## config.mk

```make
export PLATFORM = sky130hd
export DESIGN_NAME = ttlWindowRegs
export DESIGN_NICKNAME = d
export VERILOG_FILES = /design/src/hw/ttlBridgePkg.sv /design/src/hw/ttlWindowRegs.sv
export SDC_FILE = /design/constraint.sdc
export NUM_CORES = 1
export LEC_CHECK = 0
export ABC_AREA = 1
export BUFFER_PORTS_ARGS = -buffer_cell sky130_fd_sc_hd__buf_2
export CAP_MARGIN = 10
export CELL_PAD_IN_SITES_DETAIL_PLACEMENT = 0
export CELL_PAD_IN_SITES_GLOBAL_PLACEMENT = 1
export CORE_MARGIN = 1
export CORE_UTILIZATION = 32
export CTS_CLUSTER_DIAMETER = 200
export DETAILED_ROUTE_END_ITERATION = 16
export PLACE_DENSITY = 0.88
export SLEW_MARGIN = 20
export SYNTH_ARGS = -nofsm -noshare
export SYNTH_HDL_FRONTEND = slang
export SYNTH_SLANG_ARGS = --single-unit
export TNS_END_PERCENT = 50
```

## constraint.sdc

```tcl
create_clock -name clk -period 1.31 [get_ports clk]
set_input_delay 0.1965 -clock clk [delete_from_list [all_inputs] [get_ports clk]]
set_output_delay 0.1965 -clock clk [all_outputs]
set_load 0.01 [all_outputs]
```

## src/hw/ttlBridgePkg.sv

```systemverilog
`default_nettype none

package ttlBridgePkg;

  // Bus widths
  localparam int MST_AWIDTH  = 32;
  localparam int MST_DWIDTH  = 32;
  localparam int TTL_DWIDTH  = 8;
  localparam int MST_BEWIDTH = MST_DWIDTH / 8;

  // Per-port access sequencer
  typedef enum logic [2:0] {
    Idle,
    Capture,
    WaitCredit,
    WaitResp,
    Drive,
    Release
  } bridgeState_e;

  typedef enum logic {
    OpRead,
    OpWrite
  } mstOp_e;

  // Configuration register map, base of port n sits at REG_BASE0 + n
  localparam logic [3:0] REG_INTR_STATUS = 4'd0;
  localparam logic [3:0] REG_INTR_ENABLE = 4'd1;
  localparam logic [3:0] REG_BASE0       = 4'd2;

  // Status layout, three bits per port
  localparam int STATUS_BITS  = 3;
  localparam int STAT_READ    = 0;
  localparam int STAT_WRITE   = 1;
  localparam int STAT_ERROR   = 2;

endpackage

`default_nettype wire

```

## src/hw/ttlWindowRegs.sv

```systemverilog
`default_nettype none

module ttlWindowRegs #(
  parameter int NUM_PORTS = 2
) (
  input  logic                                clk,
  input  logic                                rst_n,
  input  logic                                cfgWrite,
  input  logic [3:0]                          cfgAddr,
  input  logic [ttlBridgePkg::MST_DWIDTH-1:0] cfgWrData,
  output logic [ttlBridgePkg::MST_DWIDTH-1:0] cfgRdData,
  input  logic [NUM_PORTS-1:0]                evtRead,
  input  logic [NUM_PORTS-1:0]                evtWrite,
  input  logic [NUM_PORTS-1:0]                evtError,
  output logic [ttlBridgePkg::MST_AWIDTH-1:0] portBase [NUM_PORTS],
  output logic                                interrupt
);
  import ttlBridgePkg::*;

  localparam int STAT_W = STATUS_BITS * NUM_PORTS;

  logic [STAT_W-1:0] intrStatus;
  logic [STAT_W-1:0] intrEnable;
  logic [STAT_W-1:0] setMask;
  logic [STAT_W-1:0] clrMask;

  // Write one to clear
  assign clrMask = (cfgWrite && cfgAddr == REG_INTR_STATUS) ? cfgWrData[STAT_W-1:0] : '0;

  always_comb begin
    setMask = '0;
    for (int i = 0; i < NUM_PORTS; i++) begin
      setMask[STATUS_BITS*i + STAT_READ]  = evtRead[i];
      setMask[STATUS_BITS*i + STAT_WRITE] = evtWrite[i];
      setMask[STATUS_BITS*i + STAT_ERROR] = evtError[i];
    end
  end

  always_ff @(posedge clk) begin
    if (!rst_n) begin
      intrStatus <= '0;
      intrEnable <= '0;
      for (int i = 0; i < NUM_PORTS; i++) begin
        portBase[i] <= '0;
      end
    end else begin
      // A set in the same cycle as a clear wins
      intrStatus <= (intrStatus & ~clrMask) | setMask;
      if (cfgWrite && cfgAddr == REG_INTR_ENABLE) begin
        intrEnable <= cfgWrData[STAT_W-1:0];
      end
      for (int i = 0; i < NUM_PORTS; i++) begin
        if (cfgWrite && cfgAddr == REG_BASE0 + 4'(i)) begin
          portBase[i] <= cfgWrData[MST_AWIDTH-1:0];
        end
      end
    end
  end

  always_comb begin
    cfgRdData = '0;
    if (cfgAddr == REG_INTR_STATUS) begin
      cfgRdData[STAT_W-1:0] = intrStatus;
    end else if (cfgAddr == REG_INTR_ENABLE) begin
      cfgRdData[STAT_W-1:0] = intrEnable;
    end
    for (int i = 0; i < NUM_PORTS; i++) begin
      if (cfgAddr == REG_BASE0 + 4'(i)) cfgRdData = portBase[i];
    end
  end

  assign interrupt = |(intrStatus & intrEnable);

  // Bridge events are single-cycle pulses
  for (genvar b = 0; b < STAT_W; b++) begin : gStatusChk
    assert property (@(posedge clk) disable iff (!rst_n)
      setMask[b] |=> !setMask[b]);
  end

endmodule

`default_nettype wire

```

==> metrics.log <==
[metrics] worst hold slack: between 80 and 90 ps
[metrics] TritonCTS clock tree: built
[metrics] maximum cell stage delay along the critical path: around 330 ps
[metrics] proportion of layout cells with a drive suffix above 1: 33.1%
[metrics] most frequent CP cell: sky130_fd_sc_hd__nand2_2
[metrics] post-route cell area: a little under 5000 µm²
[metrics] internal portion of total power: 3.24 mW
[metrics] setup clock skew after layout: 0 ps
[metrics] Max Buffers Root-to-Sink: 2
[metrics] measured slew at the worst slew-check pin: 371 ps
[metrics] count of buffers from port buffering: ~140
[metrics] end-of-flow core utilization: between 40% and 50%
[metrics] total negative slack for setup checks: -226 ps
[metrics] achievable clock frequency: approximately 0.74 GHz
[metrics] drt wl/cell: roughly 14 µm
[metrics] core box area: approximately 10000 µm²
[metrics] clock sink count: 76
[metrics] signal arrival time at the worst endpoint: between 1000 and 1500 ps
[metrics] vias in the first global route: around 3600
[metrics] weighted congestion at the end of routability-driven global placement: between 0.8 and 0.9
[metrics] cell types occupying the most area after synthesis: sky130_fd_sc_hd__dfxtp_1 44%, sky130_fd_sc_hd__nand2_1 18%, sky130_fd_sc_hd__nor2_1 8.4%
[metrics] leading post-synthesis cells by instance count: 167 x sky130_fd_sc_hd__nand2_1, 78 x sky130_fd_sc_hd__nor2_1, 76 x sky130_fd_sc_hd__dfxtp_1
[metrics] ANT cells: 0
[metrics] Clk pin slew, worst setup/hold paths: ~80 ps
[metrics] share of power burned in the clock network: around 34%
[metrics] Worst Path Class, Setup: reg -> out
[metrics] proportion of synthesized chip area in sequential cells: ~44%
[metrics] IR drop worst, VDD: between 400 and 500 µV
[metrics] Cell Count, Final, Fillers Out: approximately 800
[metrics] Syn Nets: 571
[metrics] number of buffers added to fix hold violations after cts: 0
[metrics] post-synthesis cell count: between 500 and 600
[metrics] Worst Path Max Fanout: 2
[metrics] IO Count: ~140
[metrics] chain of cells forming the critical path: nand2_2, nand2_2, a21oi_2, nand4_1, buf_2
[metrics] cell type contributing the most total cell area after synthesis: sky130_fd_sc_hd__dfxtp_1
[metrics] combined area of the multi-input logic cells: 1670 µm²
[metrics] final period demand of the worst path: around 1400 ps
[metrics] Synth top area share: between 40% and 50%
[metrics] part of the power in registers: between 50 and 60%
[metrics] Worst Hold Class: in -> reg
[metrics] All-Layer GR Usage: between 10% and 20%
[metrics] number of failing hold endpoints at the final stage: 0
[metrics] number of placed instances, taps included: slightly below 800
[metrics] count of unresolved DRC violations after routing: 0
[metrics] net load switching power: around 1.2 mW
[metrics] cell with the most instances after synthesis: sky130_fd_sc_hd__nand2_1
[metrics] height of the die: about 110 µm
[metrics] horizontal extent of the die: approximately 110 µm
[metrics] global-route wire length before repair: about 17000 µm
[metrics] warning count from the yosys run: 0
[metrics] starting density of the core: between 30% and 40%
[metrics] count of fill cells added during filler insertion: 1100
[metrics] final net count: slightly above 700
[metrics] failing checks: negative setup slack
[metrics] placed cell area: 4410 µm²
[metrics] switching portion of total power: between 20% and 30%
[metrics] endpoint required time on the critical path: between 1000 and 1500 ps
[metrics] Worst Slack Setup Final: -42.4 ps
[metrics] unrepaired setup endpoints after global routing: yes
[metrics] clock latency reported for the late side of the worst-skew pair: 340 ps
[metrics] Total Routed Length: about 11000 µm
[metrics] Register Area: 1530 µm²
[metrics] synthesis-to-layout area growth: 40.1%
[metrics] Clock Tree Root: sky130_fd_sc_hd__clkbuf_8
[metrics] antenna violations before repair: 0
[metrics] depth of the CTS H-tree: 3
[metrics] vias after detailed routing: about 3800
[metrics] tightest slew margin relative to the limit: approximately 75%
[metrics] total of endpoints with negative setup slack in the final report: 14
[metrics] post-synthesis average cell area: 6.59 µm²
[metrics] final period utilization: 103%
[metrics] Seq cells post-synth: 76
[metrics] number of enable flip-flop cells after synthesis: 0
[metrics] critical path startpoint category: flip-flop
[metrics] Synth async-reset ratio: 0%
[metrics] total half-perimeter wirelength after legalization and detailed placement: around 7400 µm
[metrics] Synth Cell Area: ~3500 µm²
[metrics] first-pass detailed-route iteration total: 4
[metrics] number of CTS-inserted buffers: 9
[metrics] number of different library cells in the post-synthesis netlist: 20
[metrics] drt initial violations: 146
[metrics] cell leakage power: 2.56 nW
[metrics] area of the die: 11300 µm²
[metrics] Congestion Overflow GR: 0
[metrics] element type at the critical path end: output port
[metrics] result of the run: finished, violations left
[metrics] FP Rows: 37
[metrics] antenna-violating nets left: 0
[metrics] largest net degree at the start of global routing: 37
[metrics] power density cells: slightly above 900 nW/µm²
[metrics] main flop type after synthesis: sky130_fd_sc_hd__dfxtp_1
[metrics] portion of total power attributed to combinational logic: between 10% and 20%
[metrics] fin. max-slew vios: 0
[metrics] max_cap viols: 0
[metrics] post-place setup slack: -82.7 ps
[metrics] number of vias per cell: between 4 and 5
[metrics] slowest stage cell, crit path: sky130_fd_sc_hd__dfxtp_2
[metrics] total design power: around 4.4 mW
[worst paths after layout]
path | startpoint | endpoint | slack, ps | depth (start not counted)
max reg2reg | intrEnable[4] | intrEnable[4] | 560 | 5
max | intrEnable[5] | interrupt | -40 | 5
min reg2reg | intrStatus[1] | intrStatus[1] | 490 | 2
min | evtWrite[1] | intrStatus[4] | 80 | 3
[state kept, by name, indices dropped and copies added (netlist names)]
| register | cells |
|---|---|
| portBase | 64 |
| intrStatus | 6 |
| intrEnable | 6 |
[critical path: cells and delay by family (launching register included)]
family | cells | cell delay (ps)
simple gates | 3 | 220
compound gates | 1 | 100
flops | 1 | 330
buf+inv | 1 | 160
[what timing repair did]
action,4_1_cts,5_1_grt
pin swaps,5,5
setup endpoints to repair,7,33
gates resized for setup,12,59
buffers inserted,4,4
cloned,0,4
[cells in the final DEF (no fill, tap or decap), types with 4 or more instances in the layout]
cell and count:
sky130_fd_sc_hd__clkbuf_16 4, sky130_fd_sc_hd__clkbuf_8 9, sky130_fd_sc_hd__dfxtp_1 72, sky130_fd_sc_hd__buf_2 138, sky130_fd_sc_hd__nand3_1 38, sky130_fd_sc_hd__dfxtp_2 4, sky130_fd_sc_hd__nand2_4 6, sky130_fd_sc_hd__nand4_1 14
sky130_fd_sc_hd__o21ai_1 22, sky130_fd_sc_hd__o21ai_2 4, sky130_fd_sc_hd__inv_1 46, sky130_fd_sc_hd__nor2_1 77, sky130_fd_sc_hd__buf_4 22, sky130_fd_sc_hd__buf_12 8, sky130_fd_sc_hd__nand2_1 146, sky130_fd_sc_hd__a21oi_1 38
sky130_fd_sc_hd__nand2_2 17
[final cells by class]
type / instances / area share, %
inverters: 50 / 4.02
flip-flops and latches: 76 / 31.4
clock buffers: 12 / 2.78
repair buffers: 175 / 23.7
multi-input cells: 367 / 34.3
well taps: 136 / 3.50
clock inverters: 3 / 0.309
[cell families (layout without fill, tap and decap cells)]
logic type | after synthesis | in the layout | synth area share (%)
AND/OR/NAND/NOR | 302 | 302 | 35.7
buffers and inverters | 83 | 240 | 11.0
AO/OA/AOI/OAI | 65 | 65 | 9.38
flip-flops | 76 | 76 | 43.9
[power by group through the flow]
stage | registers [mW] | clock network, mW | logic [mW]
2_1_floorplan | 2.46 | 0 | 0.198
3_3_place_gp | 2.45 | 0 | 0.433
3_5_place_dp | 2.45 | 0 | 0.438
4_1_cts | 2.40 | 1.55 | 0.453
5_1_grt | 2.41 | 1.65 | 0.549
6_report | 2.40 | 1.50 | 0.500
[metal layers]
| layer | up-vias | routed length (µm) | GRT usage [%] |
|---|---|---|---|
| met5 | - | 0 | 0 |
| met4 | 0 | 133 | 7.74 |
| met3 | 12 | 558 | 2.70 |
| met2 | 129 | 5370 | 31.4 |
| met1 | 1718 | 5000 | 24.6 |
| li1 | 1948 | - | - |
Power figures use the tool's default switching activity.
