[src/hw/ttlBridgePkg.sv]
`default_nettype none

package ttlBridgePkg;

  // Bus widths
  localparam int MST_AWIDTH  = 32;
  localparam int MST_DWIDTH  = 32;
  localparam int TTL_DWIDTH  = 8;
  localparam int MST_BEWIDTH = MST_DWIDTH / 8;

  // Per-port access sequencer
  typedef enum logic [2:0] {
    Idle,
    Capture,
    WaitCredit,
    WaitResp,
    Drive,
    Release
  } bridgeState_e;

  typedef enum logic {
    OpRead,
    OpWrite
  } mstOp_e;

  // Configuration register map, base of port n sits at REG_BASE0 + n
  localparam logic [3:0] REG_INTR_STATUS = 4'd0;
  localparam logic [3:0] REG_INTR_ENABLE = 4'd1;
  localparam logic [3:0] REG_BASE0       = 4'd2;

  // Status layout, three bits per port
  localparam int STATUS_BITS  = 3;
  localparam int STAT_READ    = 0;
  localparam int STAT_WRITE   = 1;
  localparam int STAT_ERROR   = 2;

endpackage

`default_nettype wire

[src/hw/ttlPortBridge.sv]
`default_nettype none

module ttlPortBridge #(
  parameter int ADDR_WIDTH = 16
) (
  input  logic                                clk,
  input  logic                                rst_n,
  input  logic                                nChipEnable,
  input  logic                                nOutputEnable,
  input  logic                                nWriteEnable,
  input  logic [ADDR_WIDTH-1:0]               address,
  input  logic [ttlBridgePkg::TTL_DWIDTH-1:0] dataIn,
  output logic [ttlBridgePkg::TTL_DWIDTH-1:0] dataOut,
  output logic                                dataOe,
  output logic                                nWait,
  input  logic [ttlBridgePkg::MST_AWIDTH-1:0] portBase,
  output logic                                reqValid,
  output ttlBridgePkg::mstOp_e                reqOp,
  output logic [ttlBridgePkg::MST_AWIDTH-1:0] reqAddr,
  output logic [ttlBridgePkg::TTL_DWIDTH-1:0] reqWrData,
  input  logic                                credit,
  input  logic                                rspValid,
  input  logic [ttlBridgePkg::TTL_DWIDTH-1:0] rspData,
  input  logic                                rspError,
  output logic                                evtRead,
  output logic                                evtWrite,
  output logic                                evtError
);
  import ttlBridgePkg::*;

  logic [2:0]            ctrlMeta;
  logic [2:0]            ctrlSync;
  logic                  ceActive;
  logic                  oeActive;
  logic                  weActive;
  logic                  accessStart;
  logic                  spend;
  logic                  rspTaken;
  bridgeState_e          state;
  mstOp_e                opReg;
  logic [ADDR_WIDTH-1:0] addrReg;
  logic [TTL_DWIDTH-1:0] wrByte;
  logic [TTL_DWIDTH-1:0] rdByte;
  logic [MST_AWIDTH-1:0] mappedAddr;
  logic [1:0]            creditCnt;

  // Two-flop synchronizer on CE, OE, WE, idling at the inactive level
  always_ff @(posedge clk) begin
    if (!rst_n) begin
      ctrlMeta <= 3'b111;
      ctrlSync <= 3'b111;
    end else begin
      ctrlMeta <= {nChipEnable, nOutputEnable, nWriteEnable};
      ctrlSync <= ctrlMeta;
    end
  end

  assign ceActive    = !ctrlSync[2];
  assign oeActive    = !ctrlSync[1];
  assign weActive    = !ctrlSync[0];
  assign accessStart = ceActive && (oeActive || weActive);

  assign spend    = (state == WaitCredit) && (creditCnt != 2'd0);
  assign rspTaken = (state == WaitResp) && rspValid;

  always_ff @(posedge clk) begin
    if (!rst_n) begin
      state <= Idle;
    end else begin
      case (state)
        Idle: begin
          if (accessStart) state <= Capture;
        end
        Capture: state <= WaitCredit;
        WaitCredit: begin
          if (spend) state <= WaitResp;
        end
        WaitResp: begin
          if (rspValid) state <= Drive;
        end
        // Hold the result until the host lets go of chip enable
        Drive: begin
          if (!ceActive) state <= Release;
        end
        Release: state <= Idle;
        default: state <= Idle;
      endcase
    end
  end

  // Address, data and direction are sampled once the controls are settled
  always_ff @(posedge clk) begin
    if (state == Idle && accessStart) begin
      addrReg <= address;
      wrByte  <= dataIn;
      opReg   <= weActive ? OpWrite : OpRead;
    end
    if (state == Capture) begin
      mappedAddr <= portBase + MST_AWIDTH'(addrReg);
    end
    // A write leaves its own byte readable afterwards
    if (rspTaken) begin
      rdByte <= (opReg == OpRead) ? rspData : wrByte;
    end
  end

  always_ff @(posedge clk) begin
    if (!rst_n) begin
      creditCnt <= 2'd1;
    end else begin
      creditCnt <= creditCnt + {1'b0, credit} - {1'b0, spend};
    end
  end

  assign reqValid  = spend;
  assign reqOp     = opReg;
  assign reqAddr   = mappedAddr;
  assign reqWrData = wrByte;

  assign nWait   = !(state inside {Capture, WaitCredit, WaitResp});
  assign dataOut = rdByte;
  // Pad enable follows the raw pins so the bus turns around without sync delay
  assign dataOe  = (state == Drive) && !nChipEnable && !nOutputEnable && nWriteEnable;

  assign evtRead  = rspTaken && !rspError && (opReg == OpRead);
  assign evtWrite = rspTaken && !rspError && (opReg == OpWrite);
  assign evtError = rspTaken && rspError;

  // Spending the credit empties it, and it cannot come back in the same cycle
  assert property (@(posedge clk) disable iff (!rst_n)
    reqValid |-> (creditCnt == 2'd1) ##1 (creditCnt == 2'd0));

  // Arbiter never returns more credit than was spent
  assert property (@(posedge clk) disable iff (!rst_n) creditCnt <= 2'd1);

endmodule

`default_nettype wire

[config.mk]
export PLATFORM = sky130hd
export DESIGN_NAME = ttlPortBridge
export DESIGN_NICKNAME = d
export VERILOG_FILES = /design/src/hw/ttlBridgePkg.sv /design/src/hw/ttlPortBridge.sv
export SDC_FILE = /design/constraint.sdc
export NUM_CORES = 1
export LEC_CHECK = 0
export BUFFER_PORTS_ARGS = -buffer_cell sky130_fd_sc_hd__clkbuf_2
export CAP_MARGIN = 15
export CORE_ASPECT_RATIO = 1.75
export CORE_MARGIN = 3
export CORE_UTILIZATION = 56
export CTS_BUF_LIST = sky130_fd_sc_hd__clkbuf_4 sky130_fd_sc_hd__clkbuf_8
export CTS_CLUSTER_DIAMETER = 80
export CTS_CLUSTER_SIZE = 24
export DETAILED_ROUTE_END_ITERATION = 6
export PLACE_DENSITY = 0.94
export SLEW_MARGIN = 25
export SYNTH_ARGS = -nofsm -noshare
export SYNTH_HDL_FRONTEND = slang
export SYNTH_SLANG_ARGS = --single-unit
export TNS_END_PERCENT = 30
[constraint.sdc]
create_clock -name clk -period 10.2 [get_ports clk]
set_input_delay 0.51 -clock clk [delete_from_list [all_inputs] [get_ports clk]]
set_output_delay 0.51 -clock clk [all_outputs]
set_load 0.01 [all_outputs]
==> impl_metrics.xml <==
<?xml version="1.0" encoding="UTF-8"?>
<metrics>
  <group name="status">
    <metric name="status" unit="">completed</metric>
  </group>
  <group name="yosys">
    <metric name="total_of_flip_flops_plus_latches_after_synthesis" unit="">76</metric>
    <metric name="ys.flop_type" unit="">sky130_fd_sc_hd__edfxtp_1</metric>
    <metric name="synth_fp_nets" unit="">364</metric>
    <metric name="async_reset_ff_share" unit="%">0</metric>
    <metric name="synth-edff-count" unit="">65</metric>
    <metric name="syn-instance-count" unit="">273</metric>
    <metric name="syn_area_per_cell" unit="sq um">13.4</metric>
    <metric name="synth-seq-area-share" unit="%">59.3</metric>
    <metric name="synth_warnings" unit="">0</metric>
    <metric name="syn_area" unit="sq um">3660</metric>
    <metric name="synth.lib_cells_used.distinct" unit="">54</metric>
  </group>
  <group name="routing">
    <metric name="finalWirelength" unit="mm">7.35</metric>
    <metric name="remaining_drc_errors" unit="">0</metric>
    <metric name="antenna_left" unit="">0</metric>
    <metric name="route.detailed.vias_per_inst" unit="">5.39</metric>
    <metric name="detailedRoute.firstIterationViolations" unit="">214</metric>
    <metric name="detailroute.via_count" unit="">2668</metric>
    <metric name="post_drt_wl_per_cell" unit="um">14.8</metric>
    <metric name="detail_route.first_pass.iterations" unit="">4</metric>
  </group>
  <group name="setup_path">
    <metric name="worst-r2r-cell-count" unit="">8</metric>
    <metric name="startpoint_type" unit="">flop</metric>
    <metric name="setup.worst_path.end_class" unit="">flop</metric>
    <metric name="setup.reg_to_reg.worst_slack" unit="ns">7.79</metric>
    <metric name="critical_path_required" unit="ns">10.29</metric>
    <metric name="critPathMaxFanout" unit="">4</metric>
    <metric name="worst-setup-path-type" unit="">reg -&gt; reg</metric>
    <metric name="timing.critical_path.arrival" unit="ns">2.51</metric>
  </group>
  <group name="clocking">
    <metric name="cts.sinks" unit="">76</metric>
    <metric name="tritoncts" unit="">done</metric>
    <metric name="path_clk_slew" unit="ns">0.07</metric>
    <metric name="post-cts-setup-buffers" unit="">0</metric>
    <metric name="post_cts_hold_buffer_count" unit="">0</metric>
    <metric name="tritoncts_buffer_count" unit="">9</metric>
    <metric name="cts-root-to-sink-buffers" unit="">2</metric>
    <metric name="clk_latency" unit="ns">0.35</metric>
    <metric name="cts.root.buffer_cell" unit="">sky130_fd_sc_hd__clkbuf_8</metric>
    <metric name="postCtsResizedCells" unit="">0</metric>
    <metric name="ctsHtreeMaxLevel" unit="">3</metric>
  </group>
  <group name="cells_and_area">
    <metric name="antenna-diode-count" unit="">0</metric>
    <metric name="final_cells" unit="">495</metric>
    <metric name="area_growth" unit="%">25.7</metric>
    <metric name="final_layout_size_suffix_gt1_share" unit="%">41.9</metric>
    <metric name="final_net_count" unit="">501</metric>
  </group>
  <group name="sta">
    <metric name="final_max_slew_violation_count" unit="">0</metric>
    <metric name="worst_slew_pin_slew" unit="ns">0.518</metric>
    <metric name="final.min_clock_period" unit="ns">2.41</metric>
    <metric name="fmax" unit="GHz">0.414</metric>
    <metric name="tns" unit="ns">0</metric>
    <metric name="final_hold_viol_count" unit="">0</metric>
    <metric name="timing.clock.skew" unit="ns">0.00522</metric>
    <metric name="finalSetupViolations" unit="">0</metric>
    <metric name="min_period_over_period" unit="%">23.7</metric>
    <metric name="rsz_0062_raised_after_global_routing" unit="">no</metric>
    <metric name="timing.max_slew.rel_slack" unit="%">65.3</metric>
  </group>
  <group name="die">
    <metric name="ioPinCount" unit="">127</metric>
    <metric name="die_width" unit="um">67.2</metric>
    <metric name="chipHeight" unit="um">113</metric>
    <metric name="fp.coreArea" unit="sq um">6280</metric>
    <metric name="die-area" unit="sq um">7590</metric>
    <metric name="placementRows" unit="">38</metric>
    <metric name="start_util" unit="%">58.4</metric>
  </group>
  <group name="placement">
    <metric name="dp.cells" unit="">479</metric>
    <metric name="port-buffer-count" unit="">126</metric>
    <metric name="gp_routability_congestion" unit="">0.828</metric>
    <metric name="hpwl" unit="mm">5.76</metric>
  </group>
  <group name="power_and_ir_drop">
    <metric name="total_power" unit="mW">0.687</metric>
    <metric name="power.static_leakage" unit="nW">1.94</metric>
    <metric name="p_per_area" unit="nW/um^2">149</metric>
    <metric name="vdd.ir_drop.worst" unit="uV">134</metric>
  </group>
  <group name="worst_hold_path">
    <metric name="worst_hold_path.num_cells" unit="">1</metric>
    <metric name="min_path_type" unit="">in -&gt; reg</metric>
  </group>
  <group name="global_routing">
    <metric name="grt_remaining_overflow" unit="">0</metric>
    <metric name="grt_max_degree" unit="">33</metric>
    <metric name="grt_pass1_wl" unit="mm">11.6</metric>
    <metric name="grt_antenna_before_repair" unit="">0</metric>
    <metric name="total_global_route_track_usage" unit="%">20.7</metric>
    <metric name="grt_pass1_vias" unit="">2610</metric>
  </group>
  <group name="job">
    <metric name="timing.max_cap.violations" unit="">0</metric>
  </group>
</metrics>
==> metal layers <==
metal | routed length [um] | GRT usage (%) | up-vias
met5 | 0 | 0 | -
met4 | 163 | 9.62 | 0
met3 | 625 | 7.75 | 13
met2 | 4000 | 36.5 | 114
met1 | 2560 | 20.5 | 1239
li1 | - | - | 1302
==> final timing paths <==
path | from | endpoint
worst max-delay path | addrReg[0] | reqAddr[14]
worst min-delay path | dataIn[2] | reqWrData[2]
worst max register to register | addrReg[0] | reqAddr[14]
worst min register to register | ctrlMeta[1] | ctrlSync[1]
==> cell type report <==
cell class | instances | area (sq um)
Inverter | 9 | 33.8
Multi-Input combinational cell | 186 | 1460
Clock buffer | 11 | 145
Timing Repair Buffer | 128 | 646
Fill cell | 440 | 1670
Sequential cell | 76 | 2170
Tap cell | 80 | 100
Clock inverter | 5 | 51.3
==> sequential cells by signal (all words and copies together), names as in the netlist, 2 cells and up <==
name	flops
state	3
ctrlMeta	3
reqWrData	8
addrReg	16
reqAddr	32
dataOut	8
creditCnt	2
ctrlSync	3
==> power by group <==
group	switching (mW)	leakage [nW]	internal, mW
Combinational	0.0532	1.16	0.0446
Clock	0.103	0.100	0.121
Sequential	0.00719	0.679	0.358
Total	0.164	1.94	0.523
==> cell families (layout without fill, tap and decap cells) <==
logic type               count (synthesis)  count (layout)  synth area share, %
multiplexers                             8               8                 2.46
flip-flops                              76              76                 59.3
AND/OR/NAND/NOR                         76              76                 12.3
buffers and inverters                   11             153                 1.23
AO/OA/AOI/OAI                           52              52                 10.7
adder cells (fa/ha/maj)                 19              19                 6.69
XOR/XNOR                                31              31                 7.41
==> placed cells by master (no fill, tap or decap), types with 6 or more instances in the layout <==
master,netlist,final
sky130_fd_sc_hd__mux2_2,8,8
sky130_fd_sc_hd__dfxtp_1,11,11
sky130_fd_sc_hd__a21oi_1,11,11
sky130_fd_sc_hd__edfxtp_1,65,65
sky130_fd_sc_hd__o21ai_0,13,13
sky130_fd_sc_hd__nor2_1,12,12
sky130_fd_sc_hd__xnor2_1,25,25
sky130_fd_sc_hd__inv_1,9,9
sky130_fd_sc_hd__xor2_1,6,6
sky130_fd_sc_hd__nand3_1,12,12
sky130_fd_sc_hd__ha_1,18,18
sky130_fd_sc_hd__nand2_1,8,8
sky130_fd_sc_hd__nand2b_1,9,9
sky130_fd_sc_hd__and3_1,7,7
sky130_fd_sc_hd__clkbuf_8,0,10
sky130_fd_sc_hd__clkbuf_2,0,126
==> per-stage QoR <==
| step | cell area [sq um] | hold WS [ns] | worst slack, ns | utilization (%) |
|---|---|---|---|---|
| floorplan | 3660 | 0.386 | 6.91 | - |
| global placement | 4410 | 0.388 | 7.61 | 70.3 |
| detailed placement | 4410 | 0.396 | 7.58 | 70.3 |
| CTS | 4610 | 0.310 | 7.82 | 73.4 |
| global route | 4610 | 0.309 | 7.72 | 73.4 |
| finish | 4610 | 0.334 | 7.79 | 73.4 |
==> Yosys cell counts, drive strengths merged (3+ instances only) <==
| cell | n | share of area (%) |
|---|---|---|
| a21o | 6 | 1.3 |
| a21oi | 11 | 1.5 |
| and2 | 3 | 0.61 |
| and3 | 9 | 1.6 |
| dfxtp | 11 | 6.0 |
| edfxtp | 65 | 53 |
| ha | 18 | 6.1 |
| inv | 9 | 0.92 |
| mux2 | 8 | 2.5 |
| nand2 | 8 | 0.82 |
| nand2b | 9 | 1.5 |
| nand3 | 14 | 2.4 |
| nand4 | 3 | 0.68 |
| nor2 | 12 | 1.2 |
| nor2b | 4 | 0.68 |
| nor3 | 6 | 0.96 |
| nor3b | 3 | 0.75 |
| o21ai | 13 | 1.8 |
| o31ai | 3 | 0.99 |
| xnor2 | 25 | 6.0 |
| xor2 | 6 | 1.4 |
==> critical path, stage by stage (launching register included) <==
cell	delay [ns]
sky130_fd_sc_hd__edfxtp_1	0.36
sky130_fd_sc_hd__ha_1	0.22
sky130_fd_sc_hd__fa_1	0.40
sky130_fd_sc_hd__a21o_2	0.24
sky130_fd_sc_hd__a221oi_2	0.38
sky130_fd_sc_hd__o21a_4	0.22
sky130_fd_sc_hd__o21ai_0	0.08
sky130_fd_sc_hd__a21oi_1	0.18
sky130_fd_sc_hd__xnor2_1	0.08
Note: power is estimated with default switching activity, not from simulation.
